$ cat config.mk
export PLATFORM = sky130hd
export DESIGN_NAME = usb_desc_top
export DESIGN_NICKNAME = d
export VERILOG_FILES = /design/src/usb_desc_pkg.sv /design/src/usb_desc_top.sv /design/src/desc_byte_select.sv /design/src/desc_string_bytes.sv /design/src/desc_std_bytes.sv /design/src/desc_id_override.sv /design/src/desc_region_decode.sv
export VERILOG_INCLUDE_DIRS = /design/src /design/src/src
export SDC_FILE = /design/constraint.sdc
export NUM_CORES = 1
export LEC_CHECK = 0
export ABC_CLOCK_PERIOD_IN_PS = 3600
export BUFFER_PORTS_ARGS = -buffer_cell sky130_fd_sc_hd__buf_2
export CAP_MARGIN = 20
export CORE_ASPECT_RATIO = 1.2
export CORE_MARGIN = 1
export CORE_UTILIZATION = 30
export DETAILED_ROUTE_END_ITERATION = 8
export GPL_TIMING_DRIVEN = 0
export REMOVE_ABC_BUFFERS = 1
export SLEW_MARGIN = 20
export SYNTH_ARGS = -nofsm -noshare
export SYNTH_HDL_FRONTEND = slang
export SYNTH_SLANG_ARGS = --single-unit
$ cat constraint.sdc
create_clock -name CLK -period 3.6 [get_ports CLK]
set_clock_uncertainty 0.2 [all_clocks]
set_input_delay 0.54 -clock CLK [delete_from_list [all_inputs] [get_ports CLK]]
set_output_delay 0.54 -clock CLK [all_outputs]
set_load 0.03 [all_outputs]
$ cat src/usb_desc_params.svh
`ifndef USB_DESC_PARAMS_SVH
`define USB_DESC_PARAMS_SVH

// device identity
`define USB_VENDOR_ID        16'h33AA    // default idVendor
`define USB_PRODUCT_ID       16'h0000    // default idProduct
`define USB_VERSION_BCD      16'h0100    // bcdDevice, release 1.00

// power, 1 = self powered
`define USB_SELF_POWERED     1
`define USB_MAX_POWER        8'h32       // bMaxPower, 2 mA units -> 100 mA

// packet sizes
`define USB_EP0_MAXPKT       8'd64       // control pipe
`define USB_FS_MAXPKT        16'd64      // bulk at full speed
`define USB_HS_MAXPKT        16'd512     // bulk at high speed

// string contents, 32 chars max per string
`define USB_VENDOR_STR       "Video Camera"
`define USB_VENDOR_STR_LEN   12
`define USB_PRODUCT_STR      "Video Streamer"
`define USB_PRODUCT_STR_LEN  14
`define USB_SERIAL_STR       "12345678"
`define USB_SERIAL_STR_LEN   8

// rom layout, start addresses and lengths in bytes
`define USB_DESC_DEV_ADDR        0
`define USB_DESC_DEV_LEN         18
`define USB_DESC_QUAL_ADDR       20     // two pad bytes after device
`define USB_DESC_QUAL_LEN        10
`define USB_DESC_FSCFG_ADDR      32     // two pad bytes after qualifier
`define USB_DESC_FSCFG_LEN       32     // 9 + 9 + 7 + 7
`define USB_DESC_HSCFG_ADDR      (`USB_DESC_FSCFG_ADDR + `USB_DESC_FSCFG_LEN)
`define USB_DESC_HSCFG_LEN       32
`define USB_DESC_OSCFG_ADDR      (`USB_DESC_HSCFG_ADDR + `USB_DESC_HSCFG_LEN)
`define USB_DESC_OSCFG_LEN       32
`define USB_DESC_STRLANG_ADDR    (`USB_DESC_OSCFG_ADDR + `USB_DESC_OSCFG_LEN)
`define USB_DESC_STRLANG_LEN     4
`define USB_DESC_STRVENDOR_ADDR  (`USB_DESC_STRLANG_ADDR + `USB_DESC_STRLANG_LEN)
`define USB_DESC_STRVENDOR_LEN   (2 + 2 * `USB_VENDOR_STR_LEN)
`define USB_DESC_STRPRODUCT_ADDR (`USB_DESC_STRVENDOR_ADDR + `USB_DESC_STRVENDOR_LEN)
`define USB_DESC_STRPRODUCT_LEN  (2 + 2 * `USB_PRODUCT_STR_LEN)
`define USB_DESC_STRSERIAL_ADDR  (`USB_DESC_STRPRODUCT_ADDR + `USB_DESC_STRPRODUCT_LEN)
`define USB_DESC_STRSERIAL_LEN   (2 + 2 * `USB_SERIAL_STR_LEN)
`define USB_DESC_END_ADDR        (`USB_DESC_STRSERIAL_ADDR + `USB_DESC_STRSERIAL_LEN)

`endif
$ cat src/usb_desc_pkg.sv
package usb_desc_pkg;

  typedef logic [15:0] desc_addr_t;    // rom read address
  typedef logic [7:0]  desc_byte_t;    // one rom byte
  typedef logic [7:0]  desc_offset_t;  // byte index inside a region

  // which descriptor an address lands in
  typedef enum logic [3:0] {
    REG_NONE       = 4'd0,  // padding or past the end
    REG_DEV        = 4'd1,  // device descriptor
    REG_QUAL       = 4'd2,  // device qualifier
    REG_FSCFG      = 4'd3,  // full speed config
    REG_HSCFG      = 4'd4,  // high speed config
    REG_OSCFG      = 4'd5,  // other speed config
    REG_STRLANG    = 4'd6,  // string 0, language ids
    REG_STRVENDOR  = 4'd7,  // string 1
    REG_STRPRODUCT = 4'd8,  // string 2
    REG_STRSERIAL  = 4'd9   // string 3
  } desc_region_e;

endpackage

$ cat src/usb_desc_top.sv
module usb_desc_top (
  input  logic                      CLK,
  input  logic                      RESET,
  input  usb_desc_pkg::desc_addr_t  i_raddr,       // new address every cycle
  input  logic [15:0]               i_vendor_id,   // runtime vid, 0000/ffff = default
  input  logic [15:0]               i_product_id,  // runtime pid, same rule
  output usb_desc_pkg::desc_byte_t  o_rdat         // byte for i_raddr two edges back
);

  usb_desc_pkg::desc_region_e  region;      // stage 1 region
  usb_desc_pkg::desc_offset_t  offset;      // stage 1 offset
  logic [15:0]                 vendor_id;   // active idVendor
  logic [15:0]                 product_id;  // active idProduct
  usb_desc_pkg::desc_byte_t    std_byte;    // device/qual/config byte
  usb_desc_pkg::desc_byte_t    str_byte;    // string byte

  desc_region_decode u_decode (  // stage 1
    .CLK      (CLK),
    .RESET    (RESET),
    .i_raddr  (i_raddr),
    .o_region (region),
    .o_offset (offset)
  );

  desc_id_override u_ids (
    .CLK          (CLK),
    .RESET        (RESET),
    .i_vendor_id  (i_vendor_id),
    .i_product_id (i_product_id),
    .o_vendor_id  (vendor_id),
    .o_product_id (product_id)
  );

  desc_std_bytes u_std (
    .i_region     (region),
    .i_offset     (offset),
    .i_vendor_id  (vendor_id),
    .i_product_id (product_id),
    .o_byte       (std_byte)
  );

  desc_string_bytes u_str (
    .i_region (region),
    .i_offset (offset),
    .o_byte   (str_byte)
  );

  desc_byte_select u_select (  // stage 2
    .CLK        (CLK),
    .RESET      (RESET),
    .i_region   (region),
    .i_std_byte (std_byte),
    .i_str_byte (str_byte),
    .o_rdat     (o_rdat)
  );

endmodule

$ cat src/desc_byte_select.sv
module desc_byte_select (
  input  logic                        CLK,
  input  logic                        RESET,
  input  usb_desc_pkg::desc_region_e  i_region,    // stage 1 region
  input  usb_desc_pkg::desc_byte_t    i_std_byte,  // device/qual/config path
  input  usb_desc_pkg::desc_byte_t    i_str_byte,  // string path
  output usb_desc_pkg::desc_byte_t    o_rdat       // stage 2 output
);

  usb_desc_pkg::desc_byte_t next_byte;  // byte to register

  always_comb begin
    case (i_region)
      usb_desc_pkg::REG_NONE:       next_byte = 8'h00;  // pads and past the end
      usb_desc_pkg::REG_STRLANG,
      usb_desc_pkg::REG_STRVENDOR,
      usb_desc_pkg::REG_STRPRODUCT,
      usb_desc_pkg::REG_STRSERIAL:  next_byte = i_str_byte;
      default:                      next_byte = i_std_byte;
    endcase
  end

  always_ff @(posedge CLK or posedge RESET) begin
    if (RESET) begin
      o_rdat <= '0;
    end else begin
      o_rdat <= next_byte;
    end
  end

endmodule

$ cat src/desc_string_bytes.sv
`include "usb_desc_params.svh"

module desc_string_bytes (
  input  usb_desc_pkg::desc_region_e  i_region,
  input  usb_desc_pkg::desc_offset_t  i_offset,
  output usb_desc_pkg::desc_byte_t    o_byte
);

  // literals right aligned, first char in the top used byte
  localparam logic [255:0] VENDOR_STR  = `USB_VENDOR_STR;
  localparam logic [255:0] PRODUCT_STR = `USB_PRODUCT_STR;
  localparam logic [255:0] SERIAL_STR  = `USB_SERIAL_STR;

  usb_desc_pkg::desc_byte_t lang_byte;  // string 0 byte

  // utf-16le string descriptor byte at off
  function automatic usb_desc_pkg::desc_byte_t utf16_byte(
    input logic [255:0]               str,
    input int                         len,
    input usb_desc_pkg::desc_offset_t off
  );
    int idx;
    idx = int'(off >> 1) - 1;                    // char index for even offsets
    if (off == 8'd0)
      utf16_byte = 8'(2 + 2 * len);              // bLength
    else if (off == 8'd1)
      utf16_byte = 8'h03;                        // string type
    else if (off[0] || idx >= len)
      utf16_byte = 8'h00;                        // high half of each char
    else
      utf16_byte = str[(len - 1 - idx) * 8 +: 8];
  endfunction

  always_comb begin
    case (i_offset)
      8'd0:    lang_byte = 8'h04;
      8'd1:    lang_byte = 8'h03;
      8'd2:    lang_byte = 8'h09;  // 0409, english us
      8'd3:    lang_byte = 8'h04;
      default: lang_byte = 8'h00;
    endcase
  end

  always_comb begin
    case (i_region)
      usb_desc_pkg::REG_STRLANG:    o_byte = lang_byte;
      usb_desc_pkg::REG_STRVENDOR:
        o_byte = utf16_byte(VENDOR_STR, `USB_VENDOR_STR_LEN, i_offset);
      usb_desc_pkg::REG_STRPRODUCT:
        o_byte = utf16_byte(PRODUCT_STR, `USB_PRODUCT_STR_LEN, i_offset);
      usb_desc_pkg::REG_STRSERIAL:
        o_byte = utf16_byte(SERIAL_STR, `USB_SERIAL_STR_LEN, i_offset);
      default:                      o_byte = 8'h00;
    endcase
  end

endmodule

$ cat src/desc_std_bytes.sv
`include "usb_desc_params.svh"

module desc_std_bytes (
  input  usb_desc_pkg::desc_region_e  i_region,
  input  usb_desc_pkg::desc_offset_t  i_offset,
  input  logic [15:0]                 i_vendor_id,   // already filtered
  input  logic [15:0]                 i_product_id,
  output usb_desc_pkg::desc_byte_t    o_byte
);

  localparam logic [7:0] CFG_ATTR = (`USB_SELF_POWERED != 0) ? 8'hC0 : 8'h80;  // bmAttributes
  localparam logic [15:0] CFG_TOTAL_LEN = 16'(`USB_DESC_FSCFG_LEN);  // wTotalLength of every speed
  localparam logic [15:0] VERSION_BCD   = `USB_VERSION_BCD;          // bcdDevice

  usb_desc_pkg::desc_byte_t  dev_byte;   // device descriptor byte
  usb_desc_pkg::desc_byte_t  qual_byte;  // qualifier byte
  usb_desc_pkg::desc_byte_t  cfg_byte;   // config table byte
  logic [7:0]                cfg_type;   // 02 config or 07 other speed
  logic [15:0]               ep_maxpkt;  // bulk wMaxPacketSize

  always_comb begin
    case (i_offset)
      8'd0:    dev_byte = 8'h12;                      // bLength
      8'd1:    dev_byte = 8'h01;                      // device type
      8'd2:    dev_byte = 8'h00;                      // bcdUSB 2.00
      8'd3:    dev_byte = 8'h02;
      8'd4:    dev_byte = 8'hFF;                      // vendor class
      8'd7:    dev_byte = `USB_EP0_MAXPKT;
      8'd8:    dev_byte = i_vendor_id[7:0];           // idVendor low byte first
      8'd9:    dev_byte = i_vendor_id[15:8];
      8'd10:   dev_byte = i_product_id[7:0];          // idProduct
      8'd11:   dev_byte = i_product_id[15:8];
      8'd12:   dev_byte = VERSION_BCD[7:0];           // bcdDevice lo
      8'd13:   dev_byte = VERSION_BCD[15:8];          // bcdDevice hi
      8'd14:   dev_byte = 8'h01;                      // iManufacturer
      8'd15:   dev_byte = 8'h02;                      // iProduct
      8'd16:   dev_byte = 8'h03;                      // iSerialNumber
      8'd17:   dev_byte = 8'h01;                      // one configuration
      default: dev_byte = 8'h00;                      // subclass and protocol
    endcase
  end

  always_comb begin
    case (i_offset)
      8'd0:    qual_byte = 8'h0A;  // bLength
      8'd1:    qual_byte = 8'h06;  // qualifier type
      8'd3:    qual_byte = 8'h02;  // bcdUSB hi
      8'd4:    qual_byte = 8'hFF;  // vendor class
      8'd7:    qual_byte = `USB_EP0_MAXPKT;
      8'd8:    qual_byte = 8'h01;  // other-speed configs
      default: qual_byte = 8'h00;  // includes bReserved
    endcase
  end

  // per-speed fields of the shared table
  always_comb begin
    cfg_type  = 8'h02;
    ep_maxpkt = `USB_FS_MAXPKT;
    if (i_region == usb_desc_pkg::REG_HSCFG) begin
      ep_maxpkt = `USB_HS_MAXPKT;  // 512 at high speed
    end else if (i_region == usb_desc_pkg::REG_OSCFG) begin
      cfg_type  = 8'h07;          // other speed config
    end
  end

  always_comb begin
    case (i_offset)
      8'd0:    cfg_byte = 8'h09;            // config header
      8'd1:    cfg_byte = cfg_type;
      8'd2:    cfg_byte = CFG_TOTAL_LEN[7:0];
      8'd3:    cfg_byte = CFG_TOTAL_LEN[15:8];
      8'd4:    cfg_byte = 8'h01;            // one interface
      8'd5:    cfg_byte = 8'h01;            // bConfigurationValue
      8'd7:    cfg_byte = CFG_ATTR;
      8'd8:    cfg_byte = `USB_MAX_POWER;
      8'd9:    cfg_byte = 8'h09;            // interface descriptor
      8'd10:   cfg_byte = 8'h04;
      8'd13:   cfg_byte = 8'h02;            // two endpoints
      8'd14:   cfg_byte = 8'hFF;            // vendor class
      8'd18:   cfg_byte = 8'h07;            // ep1 in carries video to host
      8'd19:   cfg_byte = 8'h05;
      8'd20:   cfg_byte = 8'h81;
      8'd21:   cfg_byte = 8'h02;            // bulk
      8'd22:   cfg_byte = ep_maxpkt[7:0];
      8'd23:   cfg_byte = ep_maxpkt[15:8];
      8'd25:   cfg_byte = 8'h07;            // ep1 out from host
      8'd26:   cfg_byte = 8'h05;
      8'd27:   cfg_byte = 8'h01;
      8'd28:   cfg_byte = 8'h02;            // bulk
      8'd29:   cfg_byte = ep_maxpkt[7:0];
      8'd30:   cfg_byte = ep_maxpkt[15:8];
      default: cfg_byte = 8'h00;            // string indexes and bInterval
    endcase
  end

  always_comb begin
    case (i_region)
      usb_desc_pkg::REG_DEV:   o_byte = dev_byte;
      usb_desc_pkg::REG_QUAL:  o_byte = qual_byte;
      usb_desc_pkg::REG_FSCFG,
      usb_desc_pkg::REG_HSCFG,
      usb_desc_pkg::REG_OSCFG: o_byte = cfg_byte;
      default:                 o_byte = 8'h00;  // strings handled elsewhere
    endcase
  end

endmodule

$ cat src/desc_id_override.sv
`include "usb_desc_params.svh"

module desc_id_override (
  input  logic        CLK,
  input  logic        RESET,
  input  logic [15:0] i_vendor_id,
  input  logic [15:0] i_product_id,
  output logic [15:0] o_vendor_id,   // active idVendor
  output logic [15:0] o_product_id   // active idProduct
);

  logic vendor_ok;   // input vid usable
  logic product_ok;  // input pid usable

  // all zeros and all ones mean unprogrammed straps
  function automatic logic id_valid(input logic [15:0] id);
    id_valid = (id != 16'h0000) && (id != 16'hFFFF);
  endfunction

  assign vendor_ok  = id_valid(i_vendor_id);
  assign product_ok = id_valid(i_product_id);

  always_ff @(posedge CLK or posedge RESET) begin
    if (RESET) begin
      o_vendor_id  <= `USB_VENDOR_ID;   // built-in ids until first edge
      o_product_id <= `USB_PRODUCT_ID;
    end else begin
      o_vendor_id  <= vendor_ok ? i_vendor_id : `USB_VENDOR_ID;
      o_product_id <= product_ok ? i_product_id : `USB_PRODUCT_ID;
    end
  end

endmodule

$ cat src/desc_region_decode.sv
`include "usb_desc_params.svh"

module desc_region_decode (
  input  logic                        CLK,
  input  logic                        RESET,
  input  usb_desc_pkg::desc_addr_t    i_raddr,
  output usb_desc_pkg::desc_region_e  o_region,  // registered region
  output usb_desc_pkg::desc_offset_t  o_offset   // registered offset from region start
);

  usb_desc_pkg::desc_region_e  region_d;  // next region
  logic [15:0]                 start;     // start of matched region
  logic [15:0]                 diff;      // address minus start

  // true when addr sits in [base, base+len)
  function automatic logic in_range(input logic [15:0] addr, input int base, input int len);
    in_range = (int'(addr) >= base) && (int'(addr) < base + len);
  endfunction

  always_comb begin
    region_d = usb_desc_pkg::REG_NONE;  // pads fall through to here
    start    = 16'd0;
    if (int'(i_raddr) >= `USB_DESC_END_ADDR) begin
      region_d = usb_desc_pkg::REG_NONE;  // past the last string
    end else if (in_range(i_raddr, `USB_DESC_DEV_ADDR, `USB_DESC_DEV_LEN)) begin
      region_d = usb_desc_pkg::REG_DEV;
      start    = 16'(`USB_DESC_DEV_ADDR);
    end else if (in_range(i_raddr, `USB_DESC_QUAL_ADDR, `USB_DESC_QUAL_LEN)) begin
      region_d = usb_desc_pkg::REG_QUAL;
      start    = 16'(`USB_DESC_QUAL_ADDR);
    end else if (in_range(i_raddr, `USB_DESC_FSCFG_ADDR, `USB_DESC_FSCFG_LEN)) begin
      region_d = usb_desc_pkg::REG_FSCFG;
      start    = 16'(`USB_DESC_FSCFG_ADDR);
    end else if (in_range(i_raddr, `USB_DESC_HSCFG_ADDR, `USB_DESC_HSCFG_LEN)) begin
      region_d = usb_desc_pkg::REG_HSCFG;
      start    = 16'(`USB_DESC_HSCFG_ADDR);
    end else if (in_range(i_raddr, `USB_DESC_OSCFG_ADDR, `USB_DESC_OSCFG_LEN)) begin
      region_d = usb_desc_pkg::REG_OSCFG;
      start    = 16'(`USB_DESC_OSCFG_ADDR);
    end else if (in_range(i_raddr, `USB_DESC_STRLANG_ADDR, `USB_DESC_STRLANG_LEN)) begin
      region_d = usb_desc_pkg::REG_STRLANG;
      start    = 16'(`USB_DESC_STRLANG_ADDR);
    end else if (in_range(i_raddr, `USB_DESC_STRVENDOR_ADDR, `USB_DESC_STRVENDOR_LEN)) begin
      region_d = usb_desc_pkg::REG_STRVENDOR;
      start    = 16'(`USB_DESC_STRVENDOR_ADDR);
    end else if (in_range(i_raddr, `USB_DESC_STRPRODUCT_ADDR, `USB_DESC_STRPRODUCT_LEN)) begin
      region_d = usb_desc_pkg::REG_STRPRODUCT;
      start    = 16'(`USB_DESC_STRPRODUCT_ADDR);
    end else if (in_range(i_raddr, `USB_DESC_STRSERIAL_ADDR, `USB_DESC_STRSERIAL_LEN)) begin
      region_d = usb_desc_pkg::REG_STRSERIAL;
      start    = 16'(`USB_DESC_STRSERIAL_ADDR);
    end
  end

  assign diff = i_raddr - start;  // regions are <= 32 bytes, low byte is enough

  always_ff @(posedge CLK or posedge RESET) begin
    if (RESET) begin
      o_region <= usb_desc_pkg::REG_NONE;
      o_offset <= '0;
    end else begin
      o_region <= region_d;
      o_offset <= diff[7:0];
    end
  end

endmodule

==> results of run 1 <==
[final cells by class]
type / instances / area, µm²
inverter: 23 / 93.8
timing repair buffer: 73 / 449
clock inverter: 3 / 26.3
sequential: 52 / 1320
clock buffer: 5 / 125
tap: 171 / 214
fill: 1432 / 8880
multi-input combinational: 418 / 2890
[where the power goes]
| part | total (mW) | leakage [nW] | switching (mW) | internal (mW) |
|---|---|---|---|---|
| combinational | 0.446 | 1.33 | 0.257 | 0.189 |
| clock | 0.486 | 0.0748 | 0.222 | 0.264 |
| sequential | 0.660 | 0.620 | 0.0466 | 0.614 |
[metrics by stage]
| stage | utilization | power, mW |
|---|---|---|
| after floorplan | - | 0.941 |
| after global placement | 0.336 | 1.06 |
| after detailed placement | 0.339 | 1.08 |
| after CTS | 0.358 | 1.58 |
| after global routing | 0.366 | 1.68 |
| final | 0.366 | 1.59 |
[kinds of logic (layout without fill, tap and decap cells)]
group                      Yosys count  in the layout  synth area share
and+or+nand+nor                    235            235             0.301
AOI/OAI and AO/OA                  135            135             0.207
buffers and inverters               58            104            0.0535
DFF                                 52             52             0.302
xor gates and xnor gates            20             20            0.0420
adders and majority gates           16             16            0.0472
muxes                               12             12            0.0481
[sequential cells by signal, summed over array words and instances (netlist names)]
name / count
u_decode.o_offset: 8
u_ids.o_product_id: 16
u_select.o_rdat: 8
u_decode.o_region: 4
u_ids.o_vendor_id: 16
[routing by layer]
layer | track usage | vias up | wire, µm
met5 | 0 | - | 0
met4 | 0.0811 | 0 | 467
met3 | 0.0131 | 40 | 503
met2 | 0.306 | 151 | 6640
met1 | 0.185 | 2088 | 5030
li1 | - | 2047 | -
[worst max path at each step]
stage	end	cells after the start
floorplan	u_select.o_rdat[4]	9
global placement	u_select.o_rdat[4]	12
detailed placement	u_select.o_rdat[4]	12
CTS	u_select.o_rdat[5]	12
global route	u_decode.o_offset[6]	13
finish	u_select.o_rdat[5]	12
[critical path, stage by stage, from the launching register on]
cell and delay, ps:
dfrtp_2 440, buf_12 170, or3_4 430, nand2_2 100
nand2_4 90, ha_1 230, nor2b_1 150, o21ai_0 180
a22oi_1 120, or4_4 470, or4b_1 510, o211a_1 250
o21ai_1 130
[what timing repair did]
item,CTS,global route
pin swaps,1,1
resized for setup,13,8
setup endpoints to repair,7,6
gates cloned,0,1
setup buffers,7,6
[cell usage in the layout, fill, tap and decap left out, types with 4 or more instances in the layout]
cell and count:
a2111oi_0 4, a211oi_1 4, a21boi_0 4, a21o_1 6, a21oi_1 30, and2_1 26
buf_2 58, buf_4 11, clkbuf_16 6, dfrtp_1 39, dfstp_2 8, ha_1 12
inv_1 19, mux2i_1 4, mux4_2 7, nand2_1 35, nand2b_1 9, nand3_1 21
nand4_1 15, nor2_1 38, nor2b_1 8, nor3_1 17, nor4_1 13, o211ai_1 7
o21ai_0 29, o22ai_1 8, or3_1 15, or4_1 7, xnor2_1 15
==> impl_metrics.json, run 1 <==
{
  "num_rows": 47,
  "drt-pass1-iter-count": 5,
  "viasPerCell": 5.81,
  "path_clk_slew_ps": 70,
  "core_area_um2": 14000,
  "insertion_delay_ps": 290,
  "synthesis.area_um2": 4350,
  "root_buffer": "clkbuf_16",
  "clock_path_buffers": 2,
  "r2r_slack_ps": 50,
  "cts_buffers": 5,
  "placed_area_um2": 4750,
  "die_w_um": 112,
  "cts-hold-fix-buffers": 0,
  "synth-warning-count": 0,
  "io-pin-count": 58,
  "critPathRequiredTime_ps": 3620,
  "grt-ovfl-total": 0,
  "post-route-drc-count": 0,
  "final_area_um2": 5120,
  "r2r-start": "u_decode.o_offset[1]",
  "fin_crit_sh": 0.986,
  "cts.sinks": 52,
  "wl_per_cell_um": 17.0,
  "gp_congestion": 0.906,
  "synth_flop_cell": "dfrtp_1",
  "io_buffer_count": 57,
  "cp-start-kind": "register",
  "synth.distinct_cells": 75,
  "yosys.area.top_type": "dfrtp_1",
  "dieHeight_um": 134,
  "synth_edf_count": 0,
  "fin_ws_ps": 49.1,
  "final_cells": 745,
  "yosys-top-cells-count": "dfrtp_1, nor2_1, nand2_1",
  "path_max_fanout": 20,
  "drt_iter0_drc": 278,
  "holdCritPathClass": "in -> async",
  "num_vias": 4326,
  "setup_viol": 0,
  "dp_cells": 723,
  "post-dp-hpwl_um": 9060,
  "grt_max_degree": 41,
  "yosysSeqAreaShare": 0.302,
  "yosysMostFrequentCell": "dfrtp_1",
  "yosysTopAreaCellShare": 0.253,
  "outcome": "complete, no violations",
  "worstPathArrival_ps": 3570,
  "num_antenna_cells": 0,
  "worstSetupStartpoint": "u_decode.o_offset[1]",
  "grtUsageTotal": 0.163,
  "critPathKind": "reg -> reg",
  "cap_violations": 0,
  "final_layout_size_suffix_gt1_frac": 0.223,
  "worst-r2r-cell-count": 12,
  "leakage_nw": 2.03,
  "rsz0062_at_grt": "false",
  "area_growth_pct": 17.7,
  "hold_viol_final": 0,
  "cts_max_level": 2,
  "place_ws_ps": -890,
  "synthArstFlopShare": 1.00,
  "drv_slew": 0,
  "grt_pass1_wl_um": 20000,
  "die_area_um2": 15000,
  "min_period_ps": 3550,
  "grt_pass1_vias": 4138,
  "fin_nets": 638,
  "cts_tree": "done",
  "max-slew-margin-rel": 0.363,
  "synth_area_leaders": "dfrtp_1, dfstp_2, ha_1",
  "antenna_found_initial": 0,
  "finalWirelength_um": 12600,
  "power_density_nw_per_um2": 311,
  "syn_area_per_cell_um2": 8.23,
  "max_freq_mhz": 282,
  "reg2reg_to": "u_select.o_rdat[5]",
  "cp-end-kind": "register",
  "hold-worst-slack_ps": 13.0,
  "worst_pin_slew_ps": 947,
  "drtAntennaViolNets": 0,
  "synth_cells": 528,
  "ys_ff_latch": 52,
  "tns_ps": 0,
  "initial_core_util": 0.311,
  "irDropWorstVdd_mv": 0.181
}
Note: power is estimated with default switching activity, not from simulation.
==> run 2: changes to the inputs <==
--- a/config.mk
+++ b/config.mk
@@ -12,10 +12,12 @@
 export CORE_ASPECT_RATIO = 1.2
 export CORE_MARGIN = 1
 export CORE_UTILIZATION = 30
+export CTS_CLUSTER_SIZE = 28
 export DETAILED_ROUTE_END_ITERATION = 8
 export GPL_TIMING_DRIVEN = 0
 export REMOVE_ABC_BUFFERS = 1
 export SLEW_MARGIN = 20
 export SYNTH_ARGS = -nofsm -noshare
 export SYNTH_HDL_FRONTEND = slang
+export SYNTH_HIERARCHICAL = 1
 export SYNTH_SLANG_ARGS = --single-unit
==> run 2 against run 1 <==
First-iteration DRC count is 30% higher. Critical path depth grew 2. Sequential power grew 2%. Global-route usage decreased by 0.15 points. Die area increased by 15%. The flow now finishes with violations (negative setup slack). Flip-flop and latch count unchanged. Synthesized cell count grew 11%. Sequential share of layout area decreased by 4.1 points. Highest routed layer unchanged. Combinational power is 24% higher.
==> impl_metrics.json, run 2 <==
{
  "drt_iter0_drc": 362,
  "drt-pass1-iter-count": 5,
  "synth-xor-area-share": 0.0453,
  "synthArstFlopShare": 1.00,
  "power_density_nw_per_um2": 279,
  "final_cells": 856,
  "area_growth_pct": 21.7,
  "cts_max_level": 2,
  "clock_path_buffers": 2,
  "cts.sinks": 52,
  "path_clk_slew_ps": 70,
  "finalWirelength_um": 14100,
  "grt-ovfl-total": 0,
  "post-dp-hpwl_um": 9310,
  "cts_tree": "done",
  "max_freq_mhz": 269,
  "yosysTopAreaCellShare": 0.219,
  "insertion_delay_ps": 290,
  "yosysSeqAreaShare": 0.261,
  "synth-warning-count": 6,
  "initial_core_util": 0.308,
  "io_buffer_count": 57,
  "total_power_mw": 1.71,
  "final_layout_size_suffix_gt1_frac": 0.293,
  "irDropWorstVdd_mv": 0.227,
  "grt_max_degree": 44,
  "clockPowerShare": 0.282,
  "synth_edf_count": 0,
  "cp-start-kind": "register",
  "wl_per_cell_um": 16.4,
  "io-pin-count": 58,
  "gp_congestion": 0.862,
  "fin_ws_ps": -115,
  "swShare": 0.340,
  "dieHeight_um": 144,
  "num_vias": 4821,
  "p_switching_uw": 580,
  "yosysMostFrequentCell": "dfrtp_1",
  "core_area_um2": 16300,
  "grt_pass1_wl_um": 22400,
  "critPathRequiredTime_ps": 3570,
  "path_max_fanout": 7,
  "rsz0062_at_grt": "true",
  "synth_cells": 586,
  "die_area_um2": 17300,
  "fin_nets": 710,
  "grtUsageTotal": 0.162,
  "fin_crit_sh": 1.03,
  "synth_area_leaders": "dfrtp_1, dfstp_2, ha_1",
  "setup_viol": 5,
  "fillers": 1693,
  "final_common_cell": "buf_2",
  "grt_pass1_vias": 4462,
  "top_regs": "u_ids/o_product_id (16), u_ids/o_vendor_id (16)",
  "post-route-drc-count": 0,
  "yosys-top-cells-count": "dfrtp_1, nand2_1, nor2_1",
  "synth_top_family_by_area": "simple AND/OR/NAND/NOR gates",
  "leakage_nw": 2.30,
  "drtAntennaViolNets": 0,
  "failed_checks": "negative setup slack",
  "synth.distinct_cells": 87,
  "min_period_ps": 3720,
  "drv_slew": 0,
  "ys_ff_latch": 52,
  "synthesis.area_um2": 5030,
  "yosys.area.top_type": "dfrtp_1",
  "antenna_found_initial": 0,
  "r2r_slack_ps": -120,
  "reg2reg_to": "u_select/o_rdat[2]",
  "worst_pin_slew_ps": 913,
  "internal-power_mw": 1.13,
  "synth.area.mux_share": 0.0346,
  "holdCritPathClass": "in -> async",
  "critPathKind": "reg -> reg",
  "max-slew-margin-rel": 0.386,
  "root_buffer": "clkbuf_16",
  "synth_compound_area_frac": 0.235,
  "die_w_um": 120,
  "combPwrFrac": 0.325,
  "cts-hold-fix-buffers": 0,
  "hold_viol_final": 0,
  "r2r-start": "u_decode/o_offset[1]",
  "cts_buffers": 5,
  "synth_flop_cell": "dfrtp_1",
  "p_seq_frac": 0.394,
  "final_cell_mix": "buf_2, dfrtp_1, nor2_1, nand2_1, buf_4",
  "worstSetupStartpoint": "u_decode/o_offset[1]",
  "worst-r2r-cell-count": 14,
  "worstPathArrival_ps": 3680,
  "synth_fa_ha_area_frac": 0.0458,
  "outcome": "finished with violations",
  "viasPerCell": 5.63,
  "syn_area_per_cell_um2": 8.59,
  "synthSimpleGateAreaFrac": 0.300,
  "setup.worst_path.end": "u_select/o_rdat[2]",
  "dp_cells": 812,
  "cp-end-kind": "register",
  "num_rows": 51,
  "num_antenna_cells": 0,
  "cap_violations": 0
}
[run 2: changes by cell type in the layout (fill, tap and decap cells not counted), sizes merged, moves of 7 or more]
cell / change
nand3: -9
and3: +11
o311ai: +9
buf: +22
nor3b: +22
a31oi: +9
or3: -7
a32oi: +11
and2: -21
[run 2: cells by family (layout without fill, tap and decap cells)]
logic type | after synthesis | after routing
buffers and inverters | 74 | 132
multiplexers | 11 | 11
AO/OA/AOI/OAI | 163 | 163
other | 1 | 1
adder cells (fa/ha/maj) | 18 | 18
XOR/XNOR | 26 | 26
flip-flops | 52 | 52
AND/OR/NAND/NOR | 241 | 241
[run 2: worst min path at each step]
stage | slack, ps | startpoint | cells past startpoint | endpoint
final | 40 | RESET | 2 | u_select/o_rdat[3]
after global routing | 60 | RESET | 2 | u_select/o_rdat[3]
after CTS | 40 | RESET | 2 | u_select/o_rdat[3]
after detailed placement | 360 | RESET | 2 | u_select/o_rdat[3]
after global placement | 350 | RESET | 2 | u_select/o_rdat[3]
after floorplan | 160 | RESET | 1 | u_select/o_rdat[0]
[run 2: through the flow]
step / worst slack, ps / hold WS (ps) / setup TNS (ps) / util / area, µm²
2_1_floorplan: -1280 / 156 / -7550 / - / 4740
3_3_place_gp: -2750 / 353 / -18270 / 0.324 / 5300
3_5_place_dp: -1570 / 356 / -10000 / 0.327 / 5340
4_1_cts: -156 / 39.3 / -559 / 0.365 / 5960
5_1_grt: -252 / 55.3 / -1410 / 0.375 / 6120
6_report: -115 / 35.5 / -377 / 0.375 / 6120
[run 2: layer usage]
layer / wire, µm / up-vias / track usage
li1: - / 2325 / -
met1: 5980 / 2297 / 0.200
met2: 7140 / 173 / 0.289
met3: 576 / 26 / 0.0103
met4: 346 / 0 / 0.0689
met5: 0 / - / 0
[run 2: critical path, stage by stage (launching register included)]
cell and delay [ps]:
dfrtp_4 530, clkinvlp_4 180, ha_4 210, xor2_4 280
ha_4 220, nor3_2 40, o31a_2 140, a211o_1 260
xnor2_2 270, a21oi_1 120, or3_4 380, o41ai_4 250
nor4bb_2 270, a31oi_1 80, o311ai_1 150
[run 2: power by group through the flow]
stage / clock, mW / combinational (mW) / sequential [mW]
6_report: 0.480 / 0.554 / 0.672
5_1_grt: 0.513 / 0.599 / 0.676
4_1_cts: 0.493 / 0.512 / 0.671
3_5_place_dp: 0 / 0.418 / 0.686
3_3_place_gp: 0 / 0.407 / 0.690
2_1_floorplan: 0 / 0.302 / 0.667
[run 2: timing repair]
action / in CTS / in global routing
pin swaps: 16 / 15
resized for setup: 42 / 21
gates cloned: 1 / 0
endpoints found under the hold margin: 0 / 0
buffers inserted: 27 / 9
setup endpoints to repair: 7 / 7
[run 2: cell type report]
cell class | instances | area, µm² | share of cell area
Multi-Input combinational cell | 460 | 3640 | 0.595
Timing Repair Buffer | 95 | 611 | 0.0998
Sequential cell | 52 | 1330 | 0.217
Inverter | 29 | 120 | 0.0196
Clock buffer | 5 | 125 | 0.0204
Clock inverter | 3 | 27.5 | 0.00450
Tap cell | 212 | 265 | 0.0433
